===== config.mk =====
export PLATFORM = sky130hd
export DESIGN_NAME = register_status
export DESIGN_NICKNAME = d
export VERILOG_FILES = /design/src/source/cpu_package.sv /design/src/source/register_status.sv
export VERILOG_INCLUDE_DIRS = /design/src /design/src/include
export SDC_FILE = /design/constraint.sdc
export NUM_CORES = 2
export LEC_CHECK = 0
export BUFFER_PORTS_ARGS = -buffer_cell sky130_fd_sc_hd__buf_2
export CAP_MARGIN = 20
export CORE_ASPECT_RATIO = 1.75
export CORE_MARGIN = 5
export CORE_UTILIZATION = 45
export DETAILED_ROUTE_END_ITERATION = 6
export GPL_ROUTABILITY_DRIVEN = 0
export GPL_TIMING_DRIVEN = 0
export HOLD_SLACK_MARGIN = 0.06
export PLACE_DENSITY = 0.68
export SYNTH_ARGS = -nofsm -noshare
export SYNTH_HDL_FRONTEND = slang
export SYNTH_SLANG_ARGS = --single-unit

===== constraint.sdc =====
create_clock -name clock -period 7.8 [get_ports clock]
set_clock_uncertainty 0.2 [all_clocks]
set_input_delay 1.56 -clock clock [delete_from_list [all_inputs] [get_ports clock]]
set_output_delay 1.56 -clock clock [all_outputs]
set_load 0.05 [all_outputs]

===== src/include/cpu_settings.svh =====
`ifndef CPU_SETTINGS_SVH
`define CPU_SETTINGS_SVH

`define CPU_DATA_WIDTH 32
`define CPU_REGISTER_COUNT 32 // x0 is not stored
`define CPU_STATION_COUNT 4
`define CPU_TAG_WIDTH 2 // Enough to name every station
`define CPU_INSTRUCTION_BYTES 4

`endif


===== src/source/cpu_package.sv =====
`include "cpu_settings.svh"

package cpu_package;
    typedef logic [`CPU_DATA_WIDTH-1:0] data_t;
    typedef logic [`CPU_TAG_WIDTH-1:0] tag_t;

    typedef enum logic [6:0] {
        OPCODE_OP     = 7'b0110011,
        OPCODE_OP_IMM = 7'b0010011,
        OPCODE_LUI    = 7'b0110111,
        OPCODE_BRANCH = 7'b1100011,
        OPCODE_JAL    = 7'b1101111
    } opcode_t;

    typedef enum logic [3:0] {
        ALU_ADD  = 4'd0,
        ALU_SUB  = 4'd1,
        ALU_OR   = 4'd2,
        ALU_AND  = 4'd3,
        ALU_XOR  = 4'd4,
        ALU_SLL  = 4'd5,
        ALU_SRL  = 4'd6,
        ALU_SRA  = 4'd7,
        ALU_SLTU = 4'd8,
        ALU_SLT  = 4'd9
    } alu_operation_t;

    typedef enum logic [1:0] {
        IDLE,
        WAITING,
        HOLDING,
        CANCELING
    } fetch_state_t;
endpackage


===== src/source/register_status.sv =====
`include "cpu_settings.svh"

module register_status (
    input  logic clock,
    input  logic reset,
    input  logic [4:0] source_1_index,
    output cpu_package::data_t source_1_value,
    output logic source_1_ready,
    output cpu_package::tag_t source_1_tag,
    input  logic [4:0] source_2_index,
    output cpu_package::data_t source_2_value,
    output logic source_2_ready,
    output cpu_package::tag_t source_2_tag,
    input  logic reserve_valid,
    input  logic [4:0] reserve_index,
    input  cpu_package::tag_t reserve_tag,
    input  logic direct_write_valid,
    input  logic [4:0] direct_write_index,
    input  cpu_package::data_t direct_write_value,
    input  logic bus_valid,
    input  cpu_package::tag_t bus_tag,
    input  cpu_package::data_t bus_value,
    output logic write_valid,
    output logic [4:0] write_index,
    output cpu_package::data_t write_value
);
    import cpu_package::*;

    data_t values [1:`CPU_REGISTER_COUNT-1];
    tag_t tags [1:`CPU_REGISTER_COUNT-1];
    logic [`CPU_REGISTER_COUNT-1:1] busy;
    logic bus_hit;
    logic [4:0] bus_index;

    function automatic logic on_bus(input logic [4:0] index);
        return busy[index] && bus_valid && bus_tag == tags[index];
    endfunction

    function automatic data_t read_value(input logic [4:0] index);
        if (index == 5'd0) return '0;
        if (on_bus(index)) return bus_value; // Forwarded
        return values[index];
    endfunction

    assign source_1_value = read_value(source_1_index);
    assign source_1_ready = source_1_index == 5'd0 || !busy[source_1_index]
                            || on_bus(source_1_index);
    assign source_1_tag = source_1_index == 5'd0 ? '0 : tags[source_1_index];
    assign source_2_value = read_value(source_2_index);
    assign source_2_ready = source_2_index == 5'd0 || !busy[source_2_index]
                            || on_bus(source_2_index);
    assign source_2_tag = source_2_index == 5'd0 ? '0 : tags[source_2_index];

    // Result may belong to no register if rd was x0 or renamed since
    always_comb begin
        bus_hit = 1'b0;
        bus_index = '0;
        for (int i = 1; i < `CPU_REGISTER_COUNT; i++) begin
            if (on_bus(5'(i))) begin
                bus_hit = 1'b1;
                bus_index = 5'(i);
            end
        end
    end

    always_ff @(posedge clock or posedge reset) begin
        if (reset) begin
            busy <= '0;
            write_valid <= 1'b0;
        end else begin
            write_valid <= bus_hit || direct_write_valid;
            if (bus_hit) busy[bus_index] <= 1'b0;
            if (reserve_valid) busy[reserve_index] <= 1'b1; // Wins over the clear
        end
    end

    always_ff @(posedge clock) begin
        if (bus_hit) begin
            values[bus_index] <= bus_value;
            write_index <= bus_index;
            write_value <= bus_value;
        end
        if (direct_write_valid) begin
            values[direct_write_index] <= direct_write_value;
            write_index <= direct_write_index;
            write_value <= direct_write_value;
        end
        if (reserve_valid) tags[reserve_index] <= reserve_tag;
    end

    assert property (@(posedge clock) disable iff (reset) !(direct_write_valid && bus_valid));
endmodule


==> reports/qor.yml <==
timing:
  setup-tns-final_ns: -0.2229
  hold_viol: 0
  finalSetupViolCount: 5
  worst_hold_slack_ns: 0.3482
  period_minus_slack_ns: 7.891
  rsz0062_at_grt: "false"
  fmax_mhz: 126.7
  relSlewSlack_pct: 7.995
  fin_crit_sh_pct: 101.2
  worstMarginPinSlew_ns: 1.380
  final_max_slew_viol_count: 0
  timing.final.ws_setup_ns: -0.09139
power:
  seqPwrFrac_pct: 42.9
  leakage_nw: 25.33
  p_comb_share_pct: 25.8
  p_sw_share_pct: 33.01
  irDropWorstVdd_v: 0.0001804
  p_int_mw: 11.93
  p_total_mw: 17.81
  p_switching_mw: 5.881
  clkPwrFrac_pct: 31.3
  powerDensity_nw_per_um2: 231.6
drt:
  routedWlPerCell_microns: 44.68
  first_pass_iters: 7
  ant_nets: 0
  routed_wl_microns: 299500
  drt_iter0_markers: 8293
  vias: 48950
  vias_per_cell: 7.302
  drc_errors: 17
placement:
  pre_cts_slack_ns: -0.07865
  dp_hpwl_microns: 216800
  place_area_sq_um: 73110
  place_inst: 6475
  port-buffer-count: 191
cells_and_area:
  multi_input_area_sq_um: 31770
  seqCellArea_sq_um: 33620
  area_growth_pct: 14.30
  nets: 4701
  utilization_pct: 51.76
  drive_gt1_share_pct: 48.40
  stdcell_area_sq_um: 76900
  finalNonFillerCells: 6703
  fillCellCount: 12120
cts:
  ctsRootBufferMaster: "clkbuf_16"
  clk_latency_ns: 0.77
  clkTransAtPathRegs_ns: 0.07
  htreeDepth: 3
  clockBufferDepth: 3
  cts-hold-fix-buffers: 0
  cts_tree: "built"
  cts_buffers: 105
  cts.sinks: 1125
hold_path:
  timing.hold.worst.class: "reg2reg"
setup_path:
  crit_fanout: 10
  path_class: "in2out"
  worstSetupStartpointType: "primary input"
  worstPathRequired_ns: 6.04
  arrival_ns: 6.13
  endpoint_kind: "primary output"
logic_synthesis:
  synth_flop_cell: "edfxtp_1"
  ys_seq_area_share_pct: 49.97
  synth_area_leaders: "edfxtp_1, mux4_2, mux2_2"
  synth_edf_count: 1093
  netlist_area_sq_um: 67280
  synth_top_area_share_pct: 48.78
  ys_seq_elements: 1125
  synth_area_per_cell_sq_um: 16.08
  syn_nets: 4278
  synth.distinct_cells: 64
  synthArstFlopShare_pct: 2.844
  yosysTopAreaCell: "edfxtp_1"
  synth_warnings: 0
  synth_cells: 4185
grt:
  overflow: 0
  grt_pass1_wl_microns: 400500
  antenna_found_initial: 28
  grt_max_degree: 33
  gr-usage-all-layers_pct: 37.37
  grt_pass1_vias: 49510
outcome:
  outcome: "complete, but fails checks"
  violations: "DRC, setup timing"
floorplan:
  coreArea_sq_um: 148600
  start_util_pct: 45.28
  die_w_microns: 302.3
  die_height_microns: 521.5
  std_cell_rows: 187
  ios: 201
  die-area_sq_um: 157600
flow_run:
  cap_violations: 0
-- cell families after synthesis --
family | count (synthesis) | share of synthesized area [%]
compound gates | 248 | 2.648
xor+xnor | 66 | 0.8592
buf+inv | 536 | 3.335
flops | 1125 | 49.97
mux | 1800 | 40.03
simple gates | 410 | 3.149
-- critical path, cell delays in order --
cell and delay (ns):
clkbuf_1 0.39, clkbuf_1 0.84, clkbuf_1 0.81, clkbuf_1 0.95
mux4_2 0.47, mux2i_1 0.13, o31ai_2 0.55, buf_2 0.37
-- registers in the layout, summed over array words and instances, names as in the netlist --
name / flops
busy: 31
tags: 64
values: 992
write_index: 5
write_valid: 1
write_value: 32
-- synth_stat cells, types with 8 or more instances --
master	number
a21oi_1	72
clkbuf_1	361
nand4_1	96
buf_2	77
mux2i_1	163
nor2_1	141
o21ai_1	11
buf_1	60
dfrtp_1	32
nand2_1	58
o31ai_2	30
buf_4	16
mux4_2	610
o31ai_1	37
nor3_1	14
mux2_2	965
xor2_1	16
a22oi_1	8
o211ai_1	9
nand3_1	28
o21ai_0	18
xnor2_1	50
edfxtp_1	1093
mux2_1	62
nor2b_1	12
a21o_1	24
inv_1	12
and4_1	10
buf_6	10
-- path summary, 6_finish.rpt --
path	from	to	slack, ns	cells past startpoint
worst max-delay path	source_2_index[3]	source_2_value[3]	-0.09	8
worst min-delay path	busy[9]$_DFF_PP0_	busy[9]$_DFF_PP0_	0.35	1
worst max register to register	tags[6][1]$_DFFE_PP_	values[3][22]$_DFFE_PP_	3.08	8
worst min register to register	busy[9]$_DFF_PP0_	busy[9]$_DFF_PP0_	0.35	1
max in group asynchronous	reset	busy[14]$_DFF_PP0_	6.22	3
min in group asynchronous	reset	busy[18]$_DFF_PP0_	0.65	2
-- what timing repair did --
action,in CTS,in global routing
setup buffers,0,0
setup endpoints to repair,3,7
gates resized for setup,1,8
-- power by group through the flow --
stage	clock network (mW)	registers (mW)	logic (mW)
floorplan	0	7.85	2.44
global placement	0	7.81	4.09
detailed placement	0	7.75	4.41
CTS	5.53	7.62	4.42
global route	5.77	7.68	4.62
finish	5.58	7.65	4.59
-- final cells by class --
class                           count  share of cell area [%]
Sequential cell                  1125                   43.72
Clock inverter                     72                  0.9828
Timing Repair Buffer              316                   4.094
Inverter                           12                 0.05857
Tap cell                         1984                   3.228
Antenna cell                       23                 0.07485
Buffer                            524                   2.911
Multi-Input combinational cell   2524                   41.31
Clock buffer                      123                   3.615
-- layout by cell type, fill, tap and decap left out, types with 62 or more instances in the layout --
master / n
buf_8: 68
nor2_1: 139
mux2_1: 62
nand4_1: 96
mux2_2: 965
clkbuf_1: 352
mux2i_1: 163
mux4_2: 610
a21oi_1: 72
edfxtp_1: 1093
buf_2: 271
clkbuf_16: 109
-- routing by layer --
| layer | vias to the layer above | wire length (microns) | global-route usage (%) |
|---|---|---|---|
| met2 | 4635 | 137200 | 58.94 |
| met5 | - | 226 | 0 |
| met1 | 24510 | 87380 | 38.79 |
| met3 | 1779 | 37180 | 13.02 |
| met4 | 20 | 37430 | 34.44 |
| li1 | 18000 | - | - |
No activity file was read; power rests on OpenSTA's default activity.
