--- src/include/cpu_settings.svh ---
`ifndef CPU_SETTINGS_SVH
`define CPU_SETTINGS_SVH

`define CPU_DATA_WIDTH 32
`define CPU_REGISTER_COUNT 32 // x0 is not stored
`define CPU_STATION_COUNT 4
`define CPU_TAG_WIDTH 2 // Enough to name every station
`define CPU_INSTRUCTION_BYTES 4

`endif

--- src/source/cpu_package.sv ---
`include "cpu_settings.svh"

package cpu_package;
    typedef logic [`CPU_DATA_WIDTH-1:0] data_t;
    typedef logic [`CPU_TAG_WIDTH-1:0] tag_t;

    typedef enum logic [6:0] {
        OPCODE_OP     = 7'b0110011,
        OPCODE_OP_IMM = 7'b0010011,
        OPCODE_LUI    = 7'b0110111,
        OPCODE_BRANCH = 7'b1100011,
        OPCODE_JAL    = 7'b1101111
    } opcode_t;

    typedef enum logic [3:0] {
        ALU_ADD  = 4'd0,
        ALU_SUB  = 4'd1,
        ALU_OR   = 4'd2,
        ALU_AND  = 4'd3,
        ALU_XOR  = 4'd4,
        ALU_SLL  = 4'd5,
        ALU_SRL  = 4'd6,
        ALU_SRA  = 4'd7,
        ALU_SLTU = 4'd8,
        ALU_SLT  = 4'd9
    } alu_operation_t;

    typedef enum logic [1:0] {
        IDLE,
        WAITING,
        HOLDING,
        CANCELING
    } fetch_state_t;
endpackage

--- src/source/result_bus.sv ---
`include "cpu_settings.svh"

module result_bus #(
    parameter int station_count = `CPU_STATION_COUNT
) (
    input  logic clock,
    input  logic reset,
    input  logic [station_count-1:0] request,
    input  cpu_package::data_t results [station_count],
    output logic [station_count-1:0] grant,
    output logic bus_valid,
    output cpu_package::tag_t bus_tag,
    output cpu_package::data_t bus_value
);
    import cpu_package::*;

    tag_t winner;

    // Fixed priority, station 0 first
    always_comb begin
        grant = '0;
        winner = '0;
        for (int i = station_count - 1; i >= 0; i--) begin
            if (request[i]) begin
                grant = '0;
                grant[i] = 1'b1;
                winner = tag_t'(i);
            end
        end
    end

    always_ff @(posedge clock or posedge reset) begin
        if (reset) bus_valid <= 1'b0;
        else bus_valid <= |request;
    end

    always_ff @(posedge clock) begin
        bus_tag <= winner;
        bus_value <= results[winner];
    end

    // A granted station must have freed itself
    assert property (@(posedge clock) disable iff (reset)
        |grant |=> (request & $past(grant)) == '0);
endmodule

--- config.mk ---
export PLATFORM = sky130hd
export DESIGN_NAME = result_bus
export DESIGN_NICKNAME = d
export VERILOG_FILES = /design/src/source/cpu_package.sv /design/src/source/result_bus.sv
export VERILOG_INCLUDE_DIRS = /design/src /design/src/include
export SDC_FILE = /design/constraint.sdc
export NUM_CORES = 1
export LEC_CHECK = 0
export BUFFER_PORTS_ARGS = -buffer_cell sky130_fd_sc_hd__buf_2
export CAP_MARGIN = 15
export CORE_ASPECT_RATIO = 1.75
export CORE_MARGIN = 1.5
export CORE_UTILIZATION = 37
export CTS_CLUSTER_DIAMETER = 30
export DETAILED_ROUTE_END_ITERATION = 8
export PLACE_DENSITY = 0.81
export SLEW_MARGIN = 0
export SYNTH_ARGS = -nofsm -noshare
export SYNTH_HDL_FRONTEND = slang
export SYNTH_SLANG_ARGS = --single-unit
--- constraint.sdc ---
create_clock -name clock -period 0.8 [get_ports clock]
set_input_delay 0.04 -clock clock [delete_from_list [all_inputs] [get_ports clock]]
set_output_delay 0.04 -clock clock [all_outputs]
set_load 0.005 [all_outputs]
==> results of run 1 <==
report_power, final:
group	switching, mW	total (mW)	internal, mW
registers	0.0427	1.98	1.93
clock network	0.601	1.38	0.782
logic	0.386	1.15	0.767
total	1.03	4.51	3.48
flip-flops by register name (all words and copies together) (netlist names):
name and cells:
bus_tag 2, bus_valid 1, bus_value 32
critical path: stages:
cell and delay [ps]:
buf_6 90, nor2b_4 120, o21bai_4 170, buf_12 160, clkbuf_16 150, mux4_2 490
synth_stat cells, drive strengths merged:
| cell | number |
|---|---|
| nor2b | 2 |
| dfrtp | 1 |
| buf | 7 |
| or4 | 1 |
| nor2 | 1 |
| dfxtp | 34 |
| nor3b | 1 |
| mux4 | 32 |
| nor3 | 1 |
| o21bai | 1 |
| nor4b | 1 |
| inv | 2 |
worst max path at each step:
stage,slack (ps),from,depth (start not counted),to
6_report,-270,request[3],6,bus_value[10]$_DFF_P_
5_1_grt,-290,request[3],6,bus_value[23]$_DFF_P_
4_1_cts,-290,request[3],6,bus_value[21]$_DFF_P_
3_5_place_dp,-620,request[3],5,bus_value[1]$_DFF_P_
3_3_place_gp,-550,request[3],5,bus_value[0]$_DFF_P_
2_1_floorplan,-380,request[3],4,bus_value[10]$_DFF_P_
area by class of cell:
cell class / instances / area [um2]
Timing Repair Buffer: 186 / 1090
Inverter: 2 / 7.51
Clock buffer: 7 / 96.3
Tap cell: 49 / 61.3
Multi-Input combinational cell: 40 / 813
Fill cell: 339 / 1370
Sequential cell: 35 / 707
Clock inverter: 1 / 7.51
layer usage:
metal,vias up,global-route usage,share of wire
met5,-,0,0
met2,102,0.435,0.59
met3,10,0.0581,0.085
met4,0,0.0833,0.019
li1,719,-,-
met1,720,0.210,0.31
kinds of logic (layout without fill, tap and decap cells):
logic type,Yosys count,in the layout
buffers and inverters,9,196
AOI/OAI and AO/OA,1,1
and+or+nand+nor,7,7
muxes,32,32
DFF,35,35
what timing repair did:
action / in CTS / in global routing
buffers inserted: 2 / 0
hold buffers: 1 / 0
gates cloned: 2 / 1
pin swaps: 1 / 1
hold endpoints to repair: 1 / 0
gates resized for setup: 7 / 2
setup endpoints to repair: 33 / 35
placed cells by master, fill, tap and decap left out:
| cell | instances |
|---|---|
| buf_2 | 171 |
| dfxtp_1 | 33 |
| mux4_2 | 32 |
| clkbuf_8 | 7 |
| buf_4 | 5 |
| buf_12 | 4 |
| inv_1 | 2 |
| buf_16 | 2 |
| buf_6 | 2 |
| nor2b_4 | 1 |
| o21bai_4 | 1 |
| nor2_1 | 1 |
| nor3_4 | 1 |
| nor3b_1 | 1 |
| or4_4 | 1 |
| nor4b_2 | 1 |
| nor2b_1 | 1 |
| dfrtp_1 | 1 |
| dfxtp_2 | 1 |
| clkinvlp_4 | 1 |
| clkbuf_16 | 1 |
| dlygate4sd3_1 | 1 |
stage by stage:
| stage | power (mW) | setup slack, ps | TNS [ps] |
|---|---|---|---|
| after floorplan | 2.48 | -375 | -11540 |
| after global placement | 3.04 | -546 | -15810 |
| after detailed placement | 3.09 | -620 | -17040 |
| after CTS | 4.56 | -289 | -7600 |
| after global routing | 4.77 | -289 | -7600 |
| final | 4.51 | -267 | -6700 |
==> impl_metrics.toml, run 1 <==
[final_layout]
antenna_cells = 0
stdcell_count = 320
drive_above_1_share = 0.852
fin_nets = 404
areaGrowthSynthToFinish_pct = 73.9
fin_area_um2 = 2780
post-route-util = 0.670

[drt]
drc = 0
vias = 1551
antenna_left = 0
wl_um = 5140
detail_route.first_pass.iterations = 4
post_drt_wl_per_cell_um = 16.1
vias_per_cell = 4.85
drt_iter0_markers = 13

[synthesis]
ys_seq_area_frac = 0.442
synth_top_family_by_area = "multiplexers"
synth_mux_area_frac = 0.458
yosys.area_share.simple = 0.0368
synth.distinct_cells = 15
yosysTopAreaCellShare = 0.426
synth_fa_ha_area_frac = 0
synth-xor-area-share = 0
synth_area_um2 = 1600
synth_compound_area_frac = 0.0117
yosys_warnings = 0
synth_area_leader_cell = "dfxtp_1"
avgSynthCellArea_um2 = 19.0
synth.top_cells.by_area = "dfxtp_1, mux4_2, mux4_1"
synth_cells = 84
synth_nets = 218
synth-seq-cells = 35

[die]
die_x_um = 52.7
io_pins = 173
dieArea_um2 = 4740
fp.coreArea_um2 = 4150
rows = 31
die-height_um = 89.9
start_util = 0.385

[worst_setup_path]
worstSetupPathType = "input port to register"
worstPathArrival_ps = 1220
critPathCaptureType = "register"
crit_fanout = 5
required_ps = 950
startpoint_type = "input port"

[sta]
worst_hold_slack_ps = 68.3
final.period_utilization = 1.33
setup_viol = 32
fin_crit_ps = 1070
fmax_mhz = 937
worst_pin_slew_ps = 213
relSlewSlack = 0.857
setup_ws_ps = -267
slew_violations = 0
hold_viol = 0
rsz0062_at_grt = "true"

[clock_network]
cts_tree = "yes"
cts-htree-levels = 2
cts_max_path_buffers = 2
cts.sinks = 35
cts_buffers = 5
clkSlewWorstSetupHoldPaths_ps = 70
root_buffer = "clkbuf_8"

[min_path]
whs_path_depth = 2
min_path_type = "input port to register"
min_delay_worst_endpoint = "bus_value[27]$_DFF_P_"
holdCritStartpoint = "results[59]"

[power_and_ir_drop]
vdd_drop_max_mv = 1.33
p_per_area_nw_per_um2 = 1620
total_leakage_power_nw = 1.38

[global_route]
track_usage = 0.226
grt_pass1_vias = 1662
grt_max_degree = 18
grt_pass1_wl_um = 7770
antenna_found_initial = 0
grt_remaining_overflow = 0

[place]
gp_congestion = 0.744
dpl.hpwl_um = 4290
place_area_um2 = 2550
port_buffers = 172
post-place-cells = 306

[run]
drv_cap = 0

[status]
outcome = "finished, violations left"
violations = "setup timing"
(Power assumes the default switching activity.)
==> inputs of run 2 (changes only) <==
CORE_UTILIZATION = 34   (was 37)
PLACE_DENSITY = 0.75   (was 0.81)
SETUP_SLACK_MARGIN = 0.2   (was unset)
clock period = 1.1 ns   (was 0.8 ns; I/O delays follow)
==> impl_metrics.toml, run 2 (synthesized netlist as in run 1, its figures left out) <==
[power_and_ir_drop]
power_switching_share = 0.229
p_sw_mw = 0.711
p_per_area_nw_per_um2 = 1180
power_frac_clock = 0.296
p_int_mw = 2.40
total_leakage_power_nw = 1.32
seq_power_share = 0.462
combPwrFrac = 0.242
vdd_drop_max_mv = 0.880

[sta]
rsz0062_at_grt = "true"
final.period_utilization = 0.949
fmax_mhz = 958
worst_pin_slew_ps = 236
setup_ws_ps = 56.6
slew_violations = 0
setup_viol = 0
hold_viol = 0
fin_crit_ps = 1040
setup-tns-final_ps = 0
relSlewSlack = 0.841

[global_route]
grt_pass1_wl_um = 6910
grt_remaining_overflow = 0
grt_pass1_vias = 1529
antenna_found_initial = 0
track_usage = 0.192
grt_max_degree = 34

[die]
start_util = 0.360
io_pins = 173
dieArea_um2 = 5140
die_x_um = 54.8
fp.coreArea_um2 = 4440
rows = 32
die-height_um = 93.7

[worst_setup_path]
critPathCaptureType = "register"
worstPathArrival_ps = 1190
required_ps = 1250
startpoint_type = "input port"
crit_fanout = 15
worstSetupPathType = "input port to register"

[min_path]
holdCritStartpoint = "results[64]"
whs_path_depth = 2
min_path_type = "input port to register"
min_delay_worst_endpoint = "bus_value[0]$_DFF_P_"

[place]
gp_congestion = 0.828
port_buffers = 172
dpl.hpwl_um = 4300
pre_cts_ws_ps = -247

[drt]
drc = 0
vias_per_cell = 4.92
drt_iter0_markers = 22
vias = 1550
post_drt_wl_per_cell_um = 15.7
detail_route.first_pass.iterations = 4
antenna_left = 0
wl_um = 4960

[final_layout]
final_cell_mix = "buf_2, dfxtp_1, mux4_2"
final_common_cell = "buf_2"
top_register = "bus_value"
nFillCells = 397
drive_above_1_share = 0.830
reg.largest.list = "bus_value: 32 flops, bus_tag: 2 flops, bus_valid: 1 flops"
layout.area.seq_um2 = 706
largest_reg_flops = 32
areaGrowthSynthToFinish_pct = 65.3
fin_nets = 398
post-route-util = 0.594
antenna_cells = 0
multi_input_area_um2 = 816

[clock_network]
cts_buffers = 5
cts_tree = "yes"
root_buffer = "clkbuf_8"
cts_max_path_buffers = 2
cts.sinks = 35
cts-htree-levels = 2
ctsResizeCount = 0
clkSlewWorstSetupHoldPaths_ps = 70

[run]
drv_cap = 0

[status]
outcome = "completed"
## run 2: cell types whose count changed in the layout (fill, tap and decap cells not counted), moves of 2 or more
cell and change:
buf_6 -2, buf_16 -2, mux4_2 -3, mux4_1 +3
## run 2: cell type report
cell class | count | share of cell area
clock inverters | 1 | 0.00189
multi-input cells | 40 | 0.309
repair buffers | 180 | 0.364
flip-flops and latches | 35 | 0.267
inverters | 2 | 0.00284
clock buffers | 6 | 0.0313
well taps | 51 | 0.0242
## run 2: worst max-delay path: stages
cell,delay (ps)
buf_2,110
nor2b_4,120
o21bai_4,170
buf_12,190
mux4_1,550
## run 2: worst max-delay path by stage
stage	endpoint	startpoint	slack, ps	depth (start not counted)
3_5_place_dp	bus_value[1]$_DFF_P_	request[3]	-250	5
3_3_place_gp	bus_value[31]$_DFF_P_	request[3]	-220	5
2_1_floorplan	bus_value[10]$_DFF_P_	request[3]	-90	4
5_1_grt	bus_value[31]$_DFF_P_	request[3]	20	5
6_report	bus_value[1]$_DFF_P_	request[3]	60	5
4_1_cts	bus_value[1]$_DFF_P_	request[3]	50	5
## run 2: layer usage
| layer | track usage | vias up | part of all wire |
|---|---|---|---|
| met5 | 0 | - | 0 |
| met4 | 0.106 | 0 | 0.041 |
| met3 | 0.0494 | 18 | 0.11 |
| met2 | 0.352 | 110 | 0.55 |
| met1 | 0.176 | 715 | 0.30 |
| li1 | - | 707 | - |
## run 2: timing repair
| item | 4_1_cts | 5_1_grt |
|---|---|---|
| hold buffers | 1 | 0 |
| hold endpoints to repair | 1 | 0 |
| setup endpoints to repair | 32 | 32 |
| setup buffers | 0 | 0 |
## run 2: power groups by stage
stage / logic (mW) / registers [mW] / clock network (mW)
finish: 0.752 / 1.44 / 0.921
global route: 0.822 / 1.45 / 1.00
CTS: 0.765 / 1.44 / 0.962
detailed placement: 0.762 / 1.47 / 0
global placement: 0.736 / 1.47 / 0
floorplan: 0.315 / 1.49 / 0
## run 2: through the flow
step | cell area (um2) | power, mW | cells | hold slack (ps)
after global placement | 2540 | 2.20 | 307 | -109
after global routing | 2640 | 3.28 | 315 | 74.5
after floorplan | 1600 | 1.80 | 84 | -216
after detailed placement | 2540 | 2.23 | 307 | -109
after CTS | 2640 | 3.17 | 315 | 63.2
final | 2640 | 3.11 | 315 | 73.4
