[src/include/cpu_settings.svh]
`ifndef CPU_SETTINGS_SVH
`define CPU_SETTINGS_SVH

`define CPU_DATA_WIDTH 32
`define CPU_REGISTER_COUNT 32 // x0 is not stored
`define CPU_STATION_COUNT 4
`define CPU_TAG_WIDTH 2 // Enough to name every station
`define CPU_INSTRUCTION_BYTES 4

`endif

[src/source/cpu_package.sv]
`include "cpu_settings.svh"

package cpu_package;
    typedef logic [`CPU_DATA_WIDTH-1:0] data_t;
    typedef logic [`CPU_TAG_WIDTH-1:0] tag_t;

    typedef enum logic [6:0] {
        OPCODE_OP     = 7'b0110011,
        OPCODE_OP_IMM = 7'b0010011,
        OPCODE_LUI    = 7'b0110111,
        OPCODE_BRANCH = 7'b1100011,
        OPCODE_JAL    = 7'b1101111
    } opcode_t;

    typedef enum logic [3:0] {
        ALU_ADD  = 4'd0,
        ALU_SUB  = 4'd1,
        ALU_OR   = 4'd2,
        ALU_AND  = 4'd3,
        ALU_XOR  = 4'd4,
        ALU_SLL  = 4'd5,
        ALU_SRL  = 4'd6,
        ALU_SRA  = 4'd7,
        ALU_SLTU = 4'd8,
        ALU_SLT  = 4'd9
    } alu_operation_t;

    typedef enum logic [1:0] {
        IDLE,
        WAITING,
        HOLDING,
        CANCELING
    } fetch_state_t;
endpackage

[src/source/instruction_fetch.sv]
`include "cpu_settings.svh"

module instruction_fetch (
    input  logic clock,
    input  logic reset,
    output cpu_package::data_t memory_address,
    input  cpu_package::data_t memory_data_in,
    output logic memory_enable,
    input  logic memory_ready,
    output logic instruction_valid,
    output logic [31:0] instruction,
    output cpu_package::data_t instruction_pc,
    input  logic instruction_taken,
    input  logic redirect_valid,
    input  cpu_package::data_t redirect_target
);
    import cpu_package::*;

    fetch_state_t state;
    data_t program_counter;
    logic start_fetch;
    logic fetch_done;

    assign start_fetch = state == IDLE && !memory_ready; // Previous ready must be gone
    assign fetch_done = state == WAITING && memory_ready && !redirect_valid;

    always_ff @(posedge clock or posedge reset) begin
        if (reset) begin
            state <= IDLE;
            program_counter <= '0;
            memory_enable <= 1'b0;
            instruction_valid <= 1'b0;
        end else begin
            case (state)
                IDLE: begin
                    if (start_fetch) begin
                        memory_enable <= 1'b1;
                        state <= WAITING;
                    end
                end
                WAITING: begin
                    if (redirect_valid) begin
                        program_counter <= redirect_target;
                        state <= CANCELING; // Word in flight is stale
                    end else if (memory_ready) begin
                        memory_enable <= 1'b0;
                        instruction_valid <= 1'b1;
                        program_counter <= program_counter + `CPU_INSTRUCTION_BYTES;
                        state <= HOLDING;
                    end
                end
                HOLDING: begin
                    if (instruction_taken) begin
                        instruction_valid <= 1'b0;
                        if (redirect_valid) program_counter <= redirect_target;
                        state <= IDLE;
                    end
                end
                CANCELING: begin
                    if (memory_ready) begin
                        memory_enable <= 1'b0; // Data dropped
                        state <= IDLE;
                    end
                end
            endcase
        end
    end

    always_ff @(posedge clock) begin
        if (start_fetch) memory_address <= program_counter;
        if (fetch_done) begin
            instruction <= memory_data_in;
            instruction_pc <= program_counter;
        end
    end

    assert property (@(posedge clock) disable iff (reset)
        memory_enable && $past(memory_enable) |-> $stable(memory_address));
endmodule

[config.mk]
export PLATFORM = sky130hd
export DESIGN_NAME = instruction_fetch
export DESIGN_NICKNAME = d
export VERILOG_FILES = /design/src/source/cpu_package.sv /design/src/source/instruction_fetch.sv
export VERILOG_INCLUDE_DIRS = /design/src /design/src/include
export SDC_FILE = /design/constraint.sdc
export NUM_CORES = 1
export LEC_CHECK = 0
export ABC_AREA = 1
export BUFFER_PORTS_ARGS = -buffer_cell sky130_fd_sc_hd__buf_2
export CAP_MARGIN = 5
export CORE_ASPECT_RATIO = 0.9
export CORE_MARGIN = 3
export CORE_UTILIZATION = 28
export CTS_BUF_LIST = sky130_fd_sc_hd__clkbuf_4
export DETAILED_ROUTE_END_ITERATION = 16
export SETUP_SLACK_MARGIN = 0.4
export SYNTH_ARGS = -nofsm -noshare
export SYNTH_HDL_FRONTEND = slang
export SYNTH_SLANG_ARGS = --single-unit
[constraint.sdc]
create_clock -name clock -period 4.5 [get_ports clock]
set_input_delay 0.225 -clock clock [delete_from_list [all_inputs] [get_ports clock]]
set_output_delay 0.225 -clock clock [all_outputs]
set_load 0.05 [all_outputs]
==> impl_metrics.json, run 1 <==
{
  "maxCapViolCount": 0,
  "end_kind": "flip-flop",
  "drt-initial-drc-count": 306,
  "status": "finished clean",
  "tightest_slew_ns": 1.10,
  "drv_slew": 0,
  "cts_buffers": 17,
  "die-area_um2": 21700,
  "peakVddDrop_v": 0.000313,
  "antenna_cells": 0,
  "clk_latency_ns": 0.55,
  "p_comb_share_pct": 45.3,
  "syn_area_um2": 5600,
  "fin_crit_ns": 2.12,
  "clockRootBuffer": "clkbuf_4",
  "core.rowCount": 48,
  "grt_max_degree": 55,
  "whs_path_depth": 5,
  "yosysWarnings": 0,
  "grt_use_total_pct": 13.7,
  "synth-edff-count": 96,
  "crit_type": "reg -> reg",
  "clock-sinks": 132,
  "p_int_mw": 2.79,
  "grt_overflow": 0,
  "hold_violations": 0,
  "place_hpwl_um": 10300,
  "area_growth_pct": 35.8,
  "post_cts_resized": 0,
  "drive_gt1_share_pct": 29.3,
  "avgSynthCellArea_um2": 10.5,
  "required_ns": 4.69,
  "io_pins": 167,
  "reg2reg_from": "state[1]",
  "finalSetupViolCount": 0,
  "synth.distinct_cells": 33,
  "cts_max_level": 4,
  "synth.area.top_cells": "edfxtp_1, dfrtp_1, nand2_1",
  "p_per_area_nw_per_um2": 745,
  "worstHoldStart": "redirect_target[11]",
  "crit_arrival_ns": 2.30,
  "antenna_found_initial": 1,
  "p_leak_nw": 3.24,
  "firstDrtPassIters": 4,
  "final.setup_skew_ns": 0.0332,
  "min_to": "program_counter[11]",
  "ctsLongestPathBuffers": 2,
  "relSlewSlack_pct": 26.4,
  "rsz0062_at_grt": "no",
  "grt_pass1_wl_um": 23300,
  "synth_top_area_share_pct": 51.5,
  "die_y_um": 140,
  "yosys.area.top_type": "edfxtp_1",
  "synth_ff_type": "edfxtp_1",
  "layout.nets": 841,
  "drc_errors": 0,
  "core_um2": 19400,
  "grt_pass1_vias": 4421,
  "synth-async-reset-ratio_pct": 27.3,
  "power.switching_mw": 2.87,
  "place.gp.congestion": 0.854,
  "cp-start-kind": "flip-flop",
  "yosysSeqAreaShare_pct": 67.5,
  "start_util_pct": 28.9,
  "fp.dieW_um": 155,
  "tns_ns": 0,
  "pwr-share-seq_pct": 41.0,
  "wl_per_cell_um": 14.2,
  "io_buffers": 166,
  "vias_per_cell": 4.29,
  "n_fill_cell": 1937,
  "drt_wl_total_um": 14700,
  "cp_max_fo": 41,
  "ys_seq_elements": 132,
  "ant_nets": 0,
  "fin_crit_sh_pct": 47.1,
  "hold_path.class": "in -> reg",
  "cts.clk_slew.worst_paths_ns": 0.13,
  "cts_setup_buffers": 0,
  "synth_common_cells": "nand2_1, edfxtp_1, nor2_1",
  "yosysMostFrequentCell": "nand2_1",
  "swShare_pct": 50.7,
  "r2r_end": "instruction_pc[15]",
  "tritoncts": "built",
  "netlist_instances": 531,
  "r2r_slack_ns": 2.38,
  "synth_fp_nets": 601,
  "pwr-share-clk_pct": 13.6,
  "dr_total_vias": 4434,
  "hold_buffers": 63,
  "fmax_ghz": 0.472,
  "rr_worst_depth": 6,
  "p_total_mw": 5.66
}
==> per-stage QoR <==
step	setup WS (ns)	std cells	hold WS, ns	utilization [%]	cell area [um^2]
2_1_floorplan	0.444	531	0.324	-	5600
3_3_place_gp	2.42	939	0.389	34.6	6710
3_5_place_dp	2.37	939	0.387	34.6	6710
4_1_cts	2.36	1034	0.0101	39.2	7610
5_1_grt	2.16	1034	0.0440	39.2	7610
6_report	2.38	1034	0.0641	39.2	7610
==> registers in the layout, summed over array words and instances (netlist names) <==
register	cells
memory_address	32
state	2
instruction_valid	1
memory_enable	1
instruction	32
instruction_pc	32
program_counter	32
==> cell type report <==
type	instances	area (um^2)	share of cell area, %
sequential	132	3780	49.7
clock inverter	15	140	1.84
tap	250	313	4.11
multi-input combinational	348	1610	21.2
timing repair buffer	232	1480	19.5
clock buffer	17	128	1.68
inverter	40	150	1.97
==> worst max path at each step <==
stage | start | slack (ns) | to | depth (start not counted)
after floorplan | state[0] | 0.44 | instruction[0] | 5
after global placement | state[0] | 2.42 | instruction[9] | 6
after detailed placement | state[0] | 2.37 | instruction[6] | 6
after CTS | state[1] | 2.36 | instruction_pc[15] | 6
after global routing | state[1] | 2.16 | instruction_pc[15] | 6
final | state[1] | 2.38 | instruction_pc[15] | 6
==> kinds of logic (layout without fill, tap and decap cells) <==
group           after synthesis  count (layout)  synth area share, %
buf+inv                      51             304                 4.00
fa+ha+maj                     1               1                0.223
flops                       132             132                 67.5
simple gates                300             300                 22.8
mux                           2               2                0.402
xor+xnor                      3               3                0.469
compound gates               42              42                 4.53
==> metal layers <==
layer  wire length (um)  vias to the layer above  track usage, %
li1                   -                     2250               -
met1               7140                     2024            19.1
met2               6270                      150            20.2
met3               1160                        8            4.76
met4                107                        2            3.81
met5                  9                        -               0
==> worst max-delay path, stage by stage (launching register included) <==
cell and delay (ns):
dfrtp_1 0.45, inv_1 0.10, nand2_1 0.13, o21ai_4 0.12, o211ai_1 0.20, nor2_4 0.25, buf_4 0.48
==> cell usage in the layout (no fill, tap or decap), types with 3 or more instances in the layout <==
cell	Yosys	routed
edfxtp_1	96	96
and2_1	3	3
nand3_1	36	36
inv_8	0	6
nor2_2	4	4
buf_4	3	3
inv_1	36	36
nand4_1	3	3
clkbuf_4	0	17
a21oi_1	7	7
inv_6	0	3
dlygate4sd3_1	0	63
o21ai_1	4	4
nor2_4	3	5
or2_2	4	4
clkinv_4	0	3
dfrtp_1	36	36
buf_2	5	166
nor2_1	85	83
o22ai_1	4	4
o21ai_0	20	20
inv_2	4	4
xnor2_1	3	3
nand2_1	152	152
nand2_2	4	4
==> power by group through the flow <==
stage | Combinational (mW) | Sequential, mW | Clock [mW]
floorplan | 0.885 | 3.41 | 0
global placement | 2.53 | 2.36 | 0
detailed placement | 2.55 | 2.36 | 0
CTS | 2.61 | 2.33 | 0.811
global route | 2.79 | 2.40 | 0.861
finish | 2.57 | 2.32 | 0.772
(Power assumes the default switching activity.)
==> inputs of run 2 (changes only) <==
--- a/config.mk
+++ b/config.mk
@@ -6,7 +6,7 @@
 export SDC_FILE = /design/constraint.sdc
 export NUM_CORES = 1
 export LEC_CHECK = 0
-export ABC_AREA = 1
+export ABC_AREA = 0
 export BUFFER_PORTS_ARGS = -buffer_cell sky130_fd_sc_hd__buf_2
 export CAP_MARGIN = 5
 export CORE_ASPECT_RATIO = 0.9
==> constraint.sdc (replaced) <==
create_clock -name clock -period 1.8 [get_ports clock]
set_input_delay 0.09 -clock clock [delete_from_list [all_inputs] [get_ports clock]]
set_output_delay 0.09 -clock clock [all_outputs]
set_load 0.05 [all_outputs]
==> run 2 against run 1 <==
Sequential share of layout area shrank 8.9 points. Cell area grew 22%. Worst setup slack lost 2.4 ns. Clock-buffer cell count grew 1. Worst hold slack gained 0.030 ns. Clock skew shrank 0.015 ns. Combinational power grew to 2.8 times the previous value. Largest power group unchanged.
==> impl_metrics.json, run 2 <==
{
  "rsz0062_at_grt": "yes",
  "synth-edff-count": 96,
  "wl_per_cell_um": 19.9,
  "antenna_found_initial": 1,
  "clk_latency_ns": 0.53,
  "final.setup_skew_ns": 0.0184,
  "critical_path.slowest_cell": "dfrtp_1",
  "cpLargestDelayFamily": "simple AND/OR/NAND/NOR gates",
  "grt_pass1_vias": 4852,
  "firstDrtPassIters": 5,
  "dr_total_vias": 4799,
  "synth.distinct_cells": 55,
  "finalSetupViolCount": 0,
  "synth-async-reset-ratio_pct": 27.3,
  "synth.area.top_cells": "edfxtp_1, dfrtp_1, a21oi_1",
  "crit_arrival_ns": 2.24,
  "cp_max_fo": 5,
  "crit_chain": "ha_2, and4_4, nand4_4, or3_1, a21oi_1, a2bb2oi_1",
  "die_y_um": 135,
  "grt_overflow": 0,
  "tns_ns": 0,
  "grt_use_total_pct": 18.3,
  "p_leak_nw": 3.79,
  "drt-initial-drc-count": 299,
  "relSlewSlack_pct": 63.3,
  "yosysMostFrequentCell": "edfxtp_1",
  "mostFrequentLayoutCell": "buf_2",
  "ant_nets": 0,
  "final_cell_mix": "buf_2, edfxtp_1, dlygate4sd3_1, buf_4, dfrtp_1",
  "synth_common_cells": "edfxtp_1, dfrtp_1, a21oi_1, nand2_1, nor2_1",
  "yosysSeqAreaShare_pct": 72.6,
  "critical_path_buf_inv_count": 0,
  "ys_seq_elements": 132,
  "synth_top_area_share_pct": 55.3,
  "fmax_ghz": 0.561,
  "cp-start-kind": "flip-flop",
  "syn_area_um2": 5210,
  "fin_crit_sh_pct": 99.1,
  "clockRootBuffer": "clkbuf_4",
  "place_hpwl_um": 9920,
  "crit_type": "reg -> reg",
  "maxCapViolCount": 0,
  "cts_buffers": 17,
  "end_kind": "flip-flop",
  "drt_wl_total_um": 19300,
  "drv_slew": 0,
  "area_growth_pct": 77.9,
  "clock-sinks": 132,
  "grt_pass1_wl_um": 27800,
  "avgSynthCellArea_um2": 13.7,
  "tritoncts": "built",
  "cts.clk_slew.worst_paths_ns": 0.13,
  "status": "finished clean",
  "layout.nets": 788,
  "netlist_instances": 381,
  "core_um2": 18000,
  "fin_crit_ns": 1.78,
  "vias_per_cell": 4.94,
  "yosysWarnings": 0,
  "hold_violations": 0,
  "drc_errors": 0,
  "io_buffers": 166,
  "core.rowCount": 46,
  "start_util_pct": 29.0,
  "synth_ff_type": "edfxtp_1",
  "place_area_um2": 6650,
  "cp_slowest_stage_delay_ns": 0.40,
  "tightest_slew_ns": 0.550,
  "place.gp.congestion": 0.787,
  "synth_fp_nets": 451,
  "p_per_area_nw_per_um2": 1530,
  "die-area_um2": 20300,
  "hold_path.class": "in -> reg",
  "required_ns": 2.25,
  "finalInstanceArea_um2": 9280,
  "io_pins": 167,
  "peakVddDrop_v": 0.000861,
  "drive_gt1_share_pct": 51.6,
  "yosys.area.top_type": "edfxtp_1",
  "grt_max_degree": 37,
  "cts_max_level": 4,
  "ctsLongestPathBuffers": 2,
  "fp.dieW_um": 150
}
-- run 2: cell count changes in the layout (fill, tap and decap cells not counted), sizes merged, moves of 21 or more --
cell / before / now
inv: 49 / 13
nand3: 37 / 16
a21oi: 7 / 34
nor2: 93 / 20
nand2: 158 / 34
buf: 169 / 268
-- run 2: area by class of cell --
cell class,instances,area (um^2)
clock inverter,14,190
sequential,132,3790
antenna,1,2.50
tap,240,300
multi-input combinational,221,1680
inverter,6,25.0
timing repair buffer,340,3160
clock buffer,18,135
fill,1504,8680
-- run 2: cell families (layout without fill, tap and decap cells) --
family,Yosys count,after routing,share of synthesized area [%]
multiplexers,1,1,0.192
adder cells (fa/ha/maj),1,1,0.240
buffers and inverters,28,378,2.47
AO/OA/AOI/OAI,100,100,12.4
other,0,1,0
flip-flops,132,132,72.6
AND/OR/NAND/NOR,119,119,12.2
-- run 2: through the flow --
step	worst slack, ns	total power [mW]	std cells	utilization [%]	hold slack (ns)
floorplan	-0.760	7.64	381	-	0.189
global placement	0.129	8.88	796	37.0	0.232
detailed placement	0.0769	9.01	796	37.0	0.241
CTS	0.0928	13.3	957	49.1	0.0128
global route	-0.0177	14.8	972	51.7	0.0578
finish	0.0160	14.2	972	51.7	0.0946
-- run 2: timing repair --
| item | in CTS | in global routing |
|---|---|---|
| pin swaps | 17 | 24 |
| endpoints found under the hold margin | 104 | 0 |
| setup buffers | 38 | 11 |
| endpoints found under the setup margin | 122 | 129 |
| resized for setup | 61 | 71 |
| hold buffers | 68 | 0 |
| gates cloned | 23 | 3 |
-- run 2: routing by layer --
layer	GRT usage (%)	wire length, um	up-vias
met5	0	0	-
met4	5.54	376	0
met3	6.12	1940	33
met2	29.9	9260	265
met1	23.1	7760	2330
li1	-	-	2171
-- run 2: final timing paths --
kind	from	depth (start not counted)	slack, ns	to
setup / recovery	program_counter[3]	6	0.02	program_counter[28]
hold / removal	redirect_valid	4	0.09	instruction_valid
setup reg to reg	program_counter[3]	6	0.02	program_counter[28]
hold reg to reg	program_counter[29]	0	0.52	instruction_pc[29]
max in group asynchronous	reset	4	1.17	program_counter[15]
min in group asynchronous	reset	4	0.23	program_counter[30]
-- run 2: report_power, final --
| part | internal [mW] | leakage (nW) | switching (mW) |
|---|---|---|---|
| Sequential | 4.23 | 1.28 | 0.594 |
| Clock | 1.03 | 0.172 | 1.23 |
| Combinational | 3.29 | 2.35 | 3.80 |
| Total | 8.55 | 3.79 | 5.62 |
-- run 2: worst reg2reg max path, cell delays in order, from the launching register on --
cell,delay [ns]
dfrtp_1,0.40
ha_2,0.23
and4_4,0.26
nand4_4,0.12
or3_1,0.37
a21oi_1,0.16
a2bb2oi_1,0.16
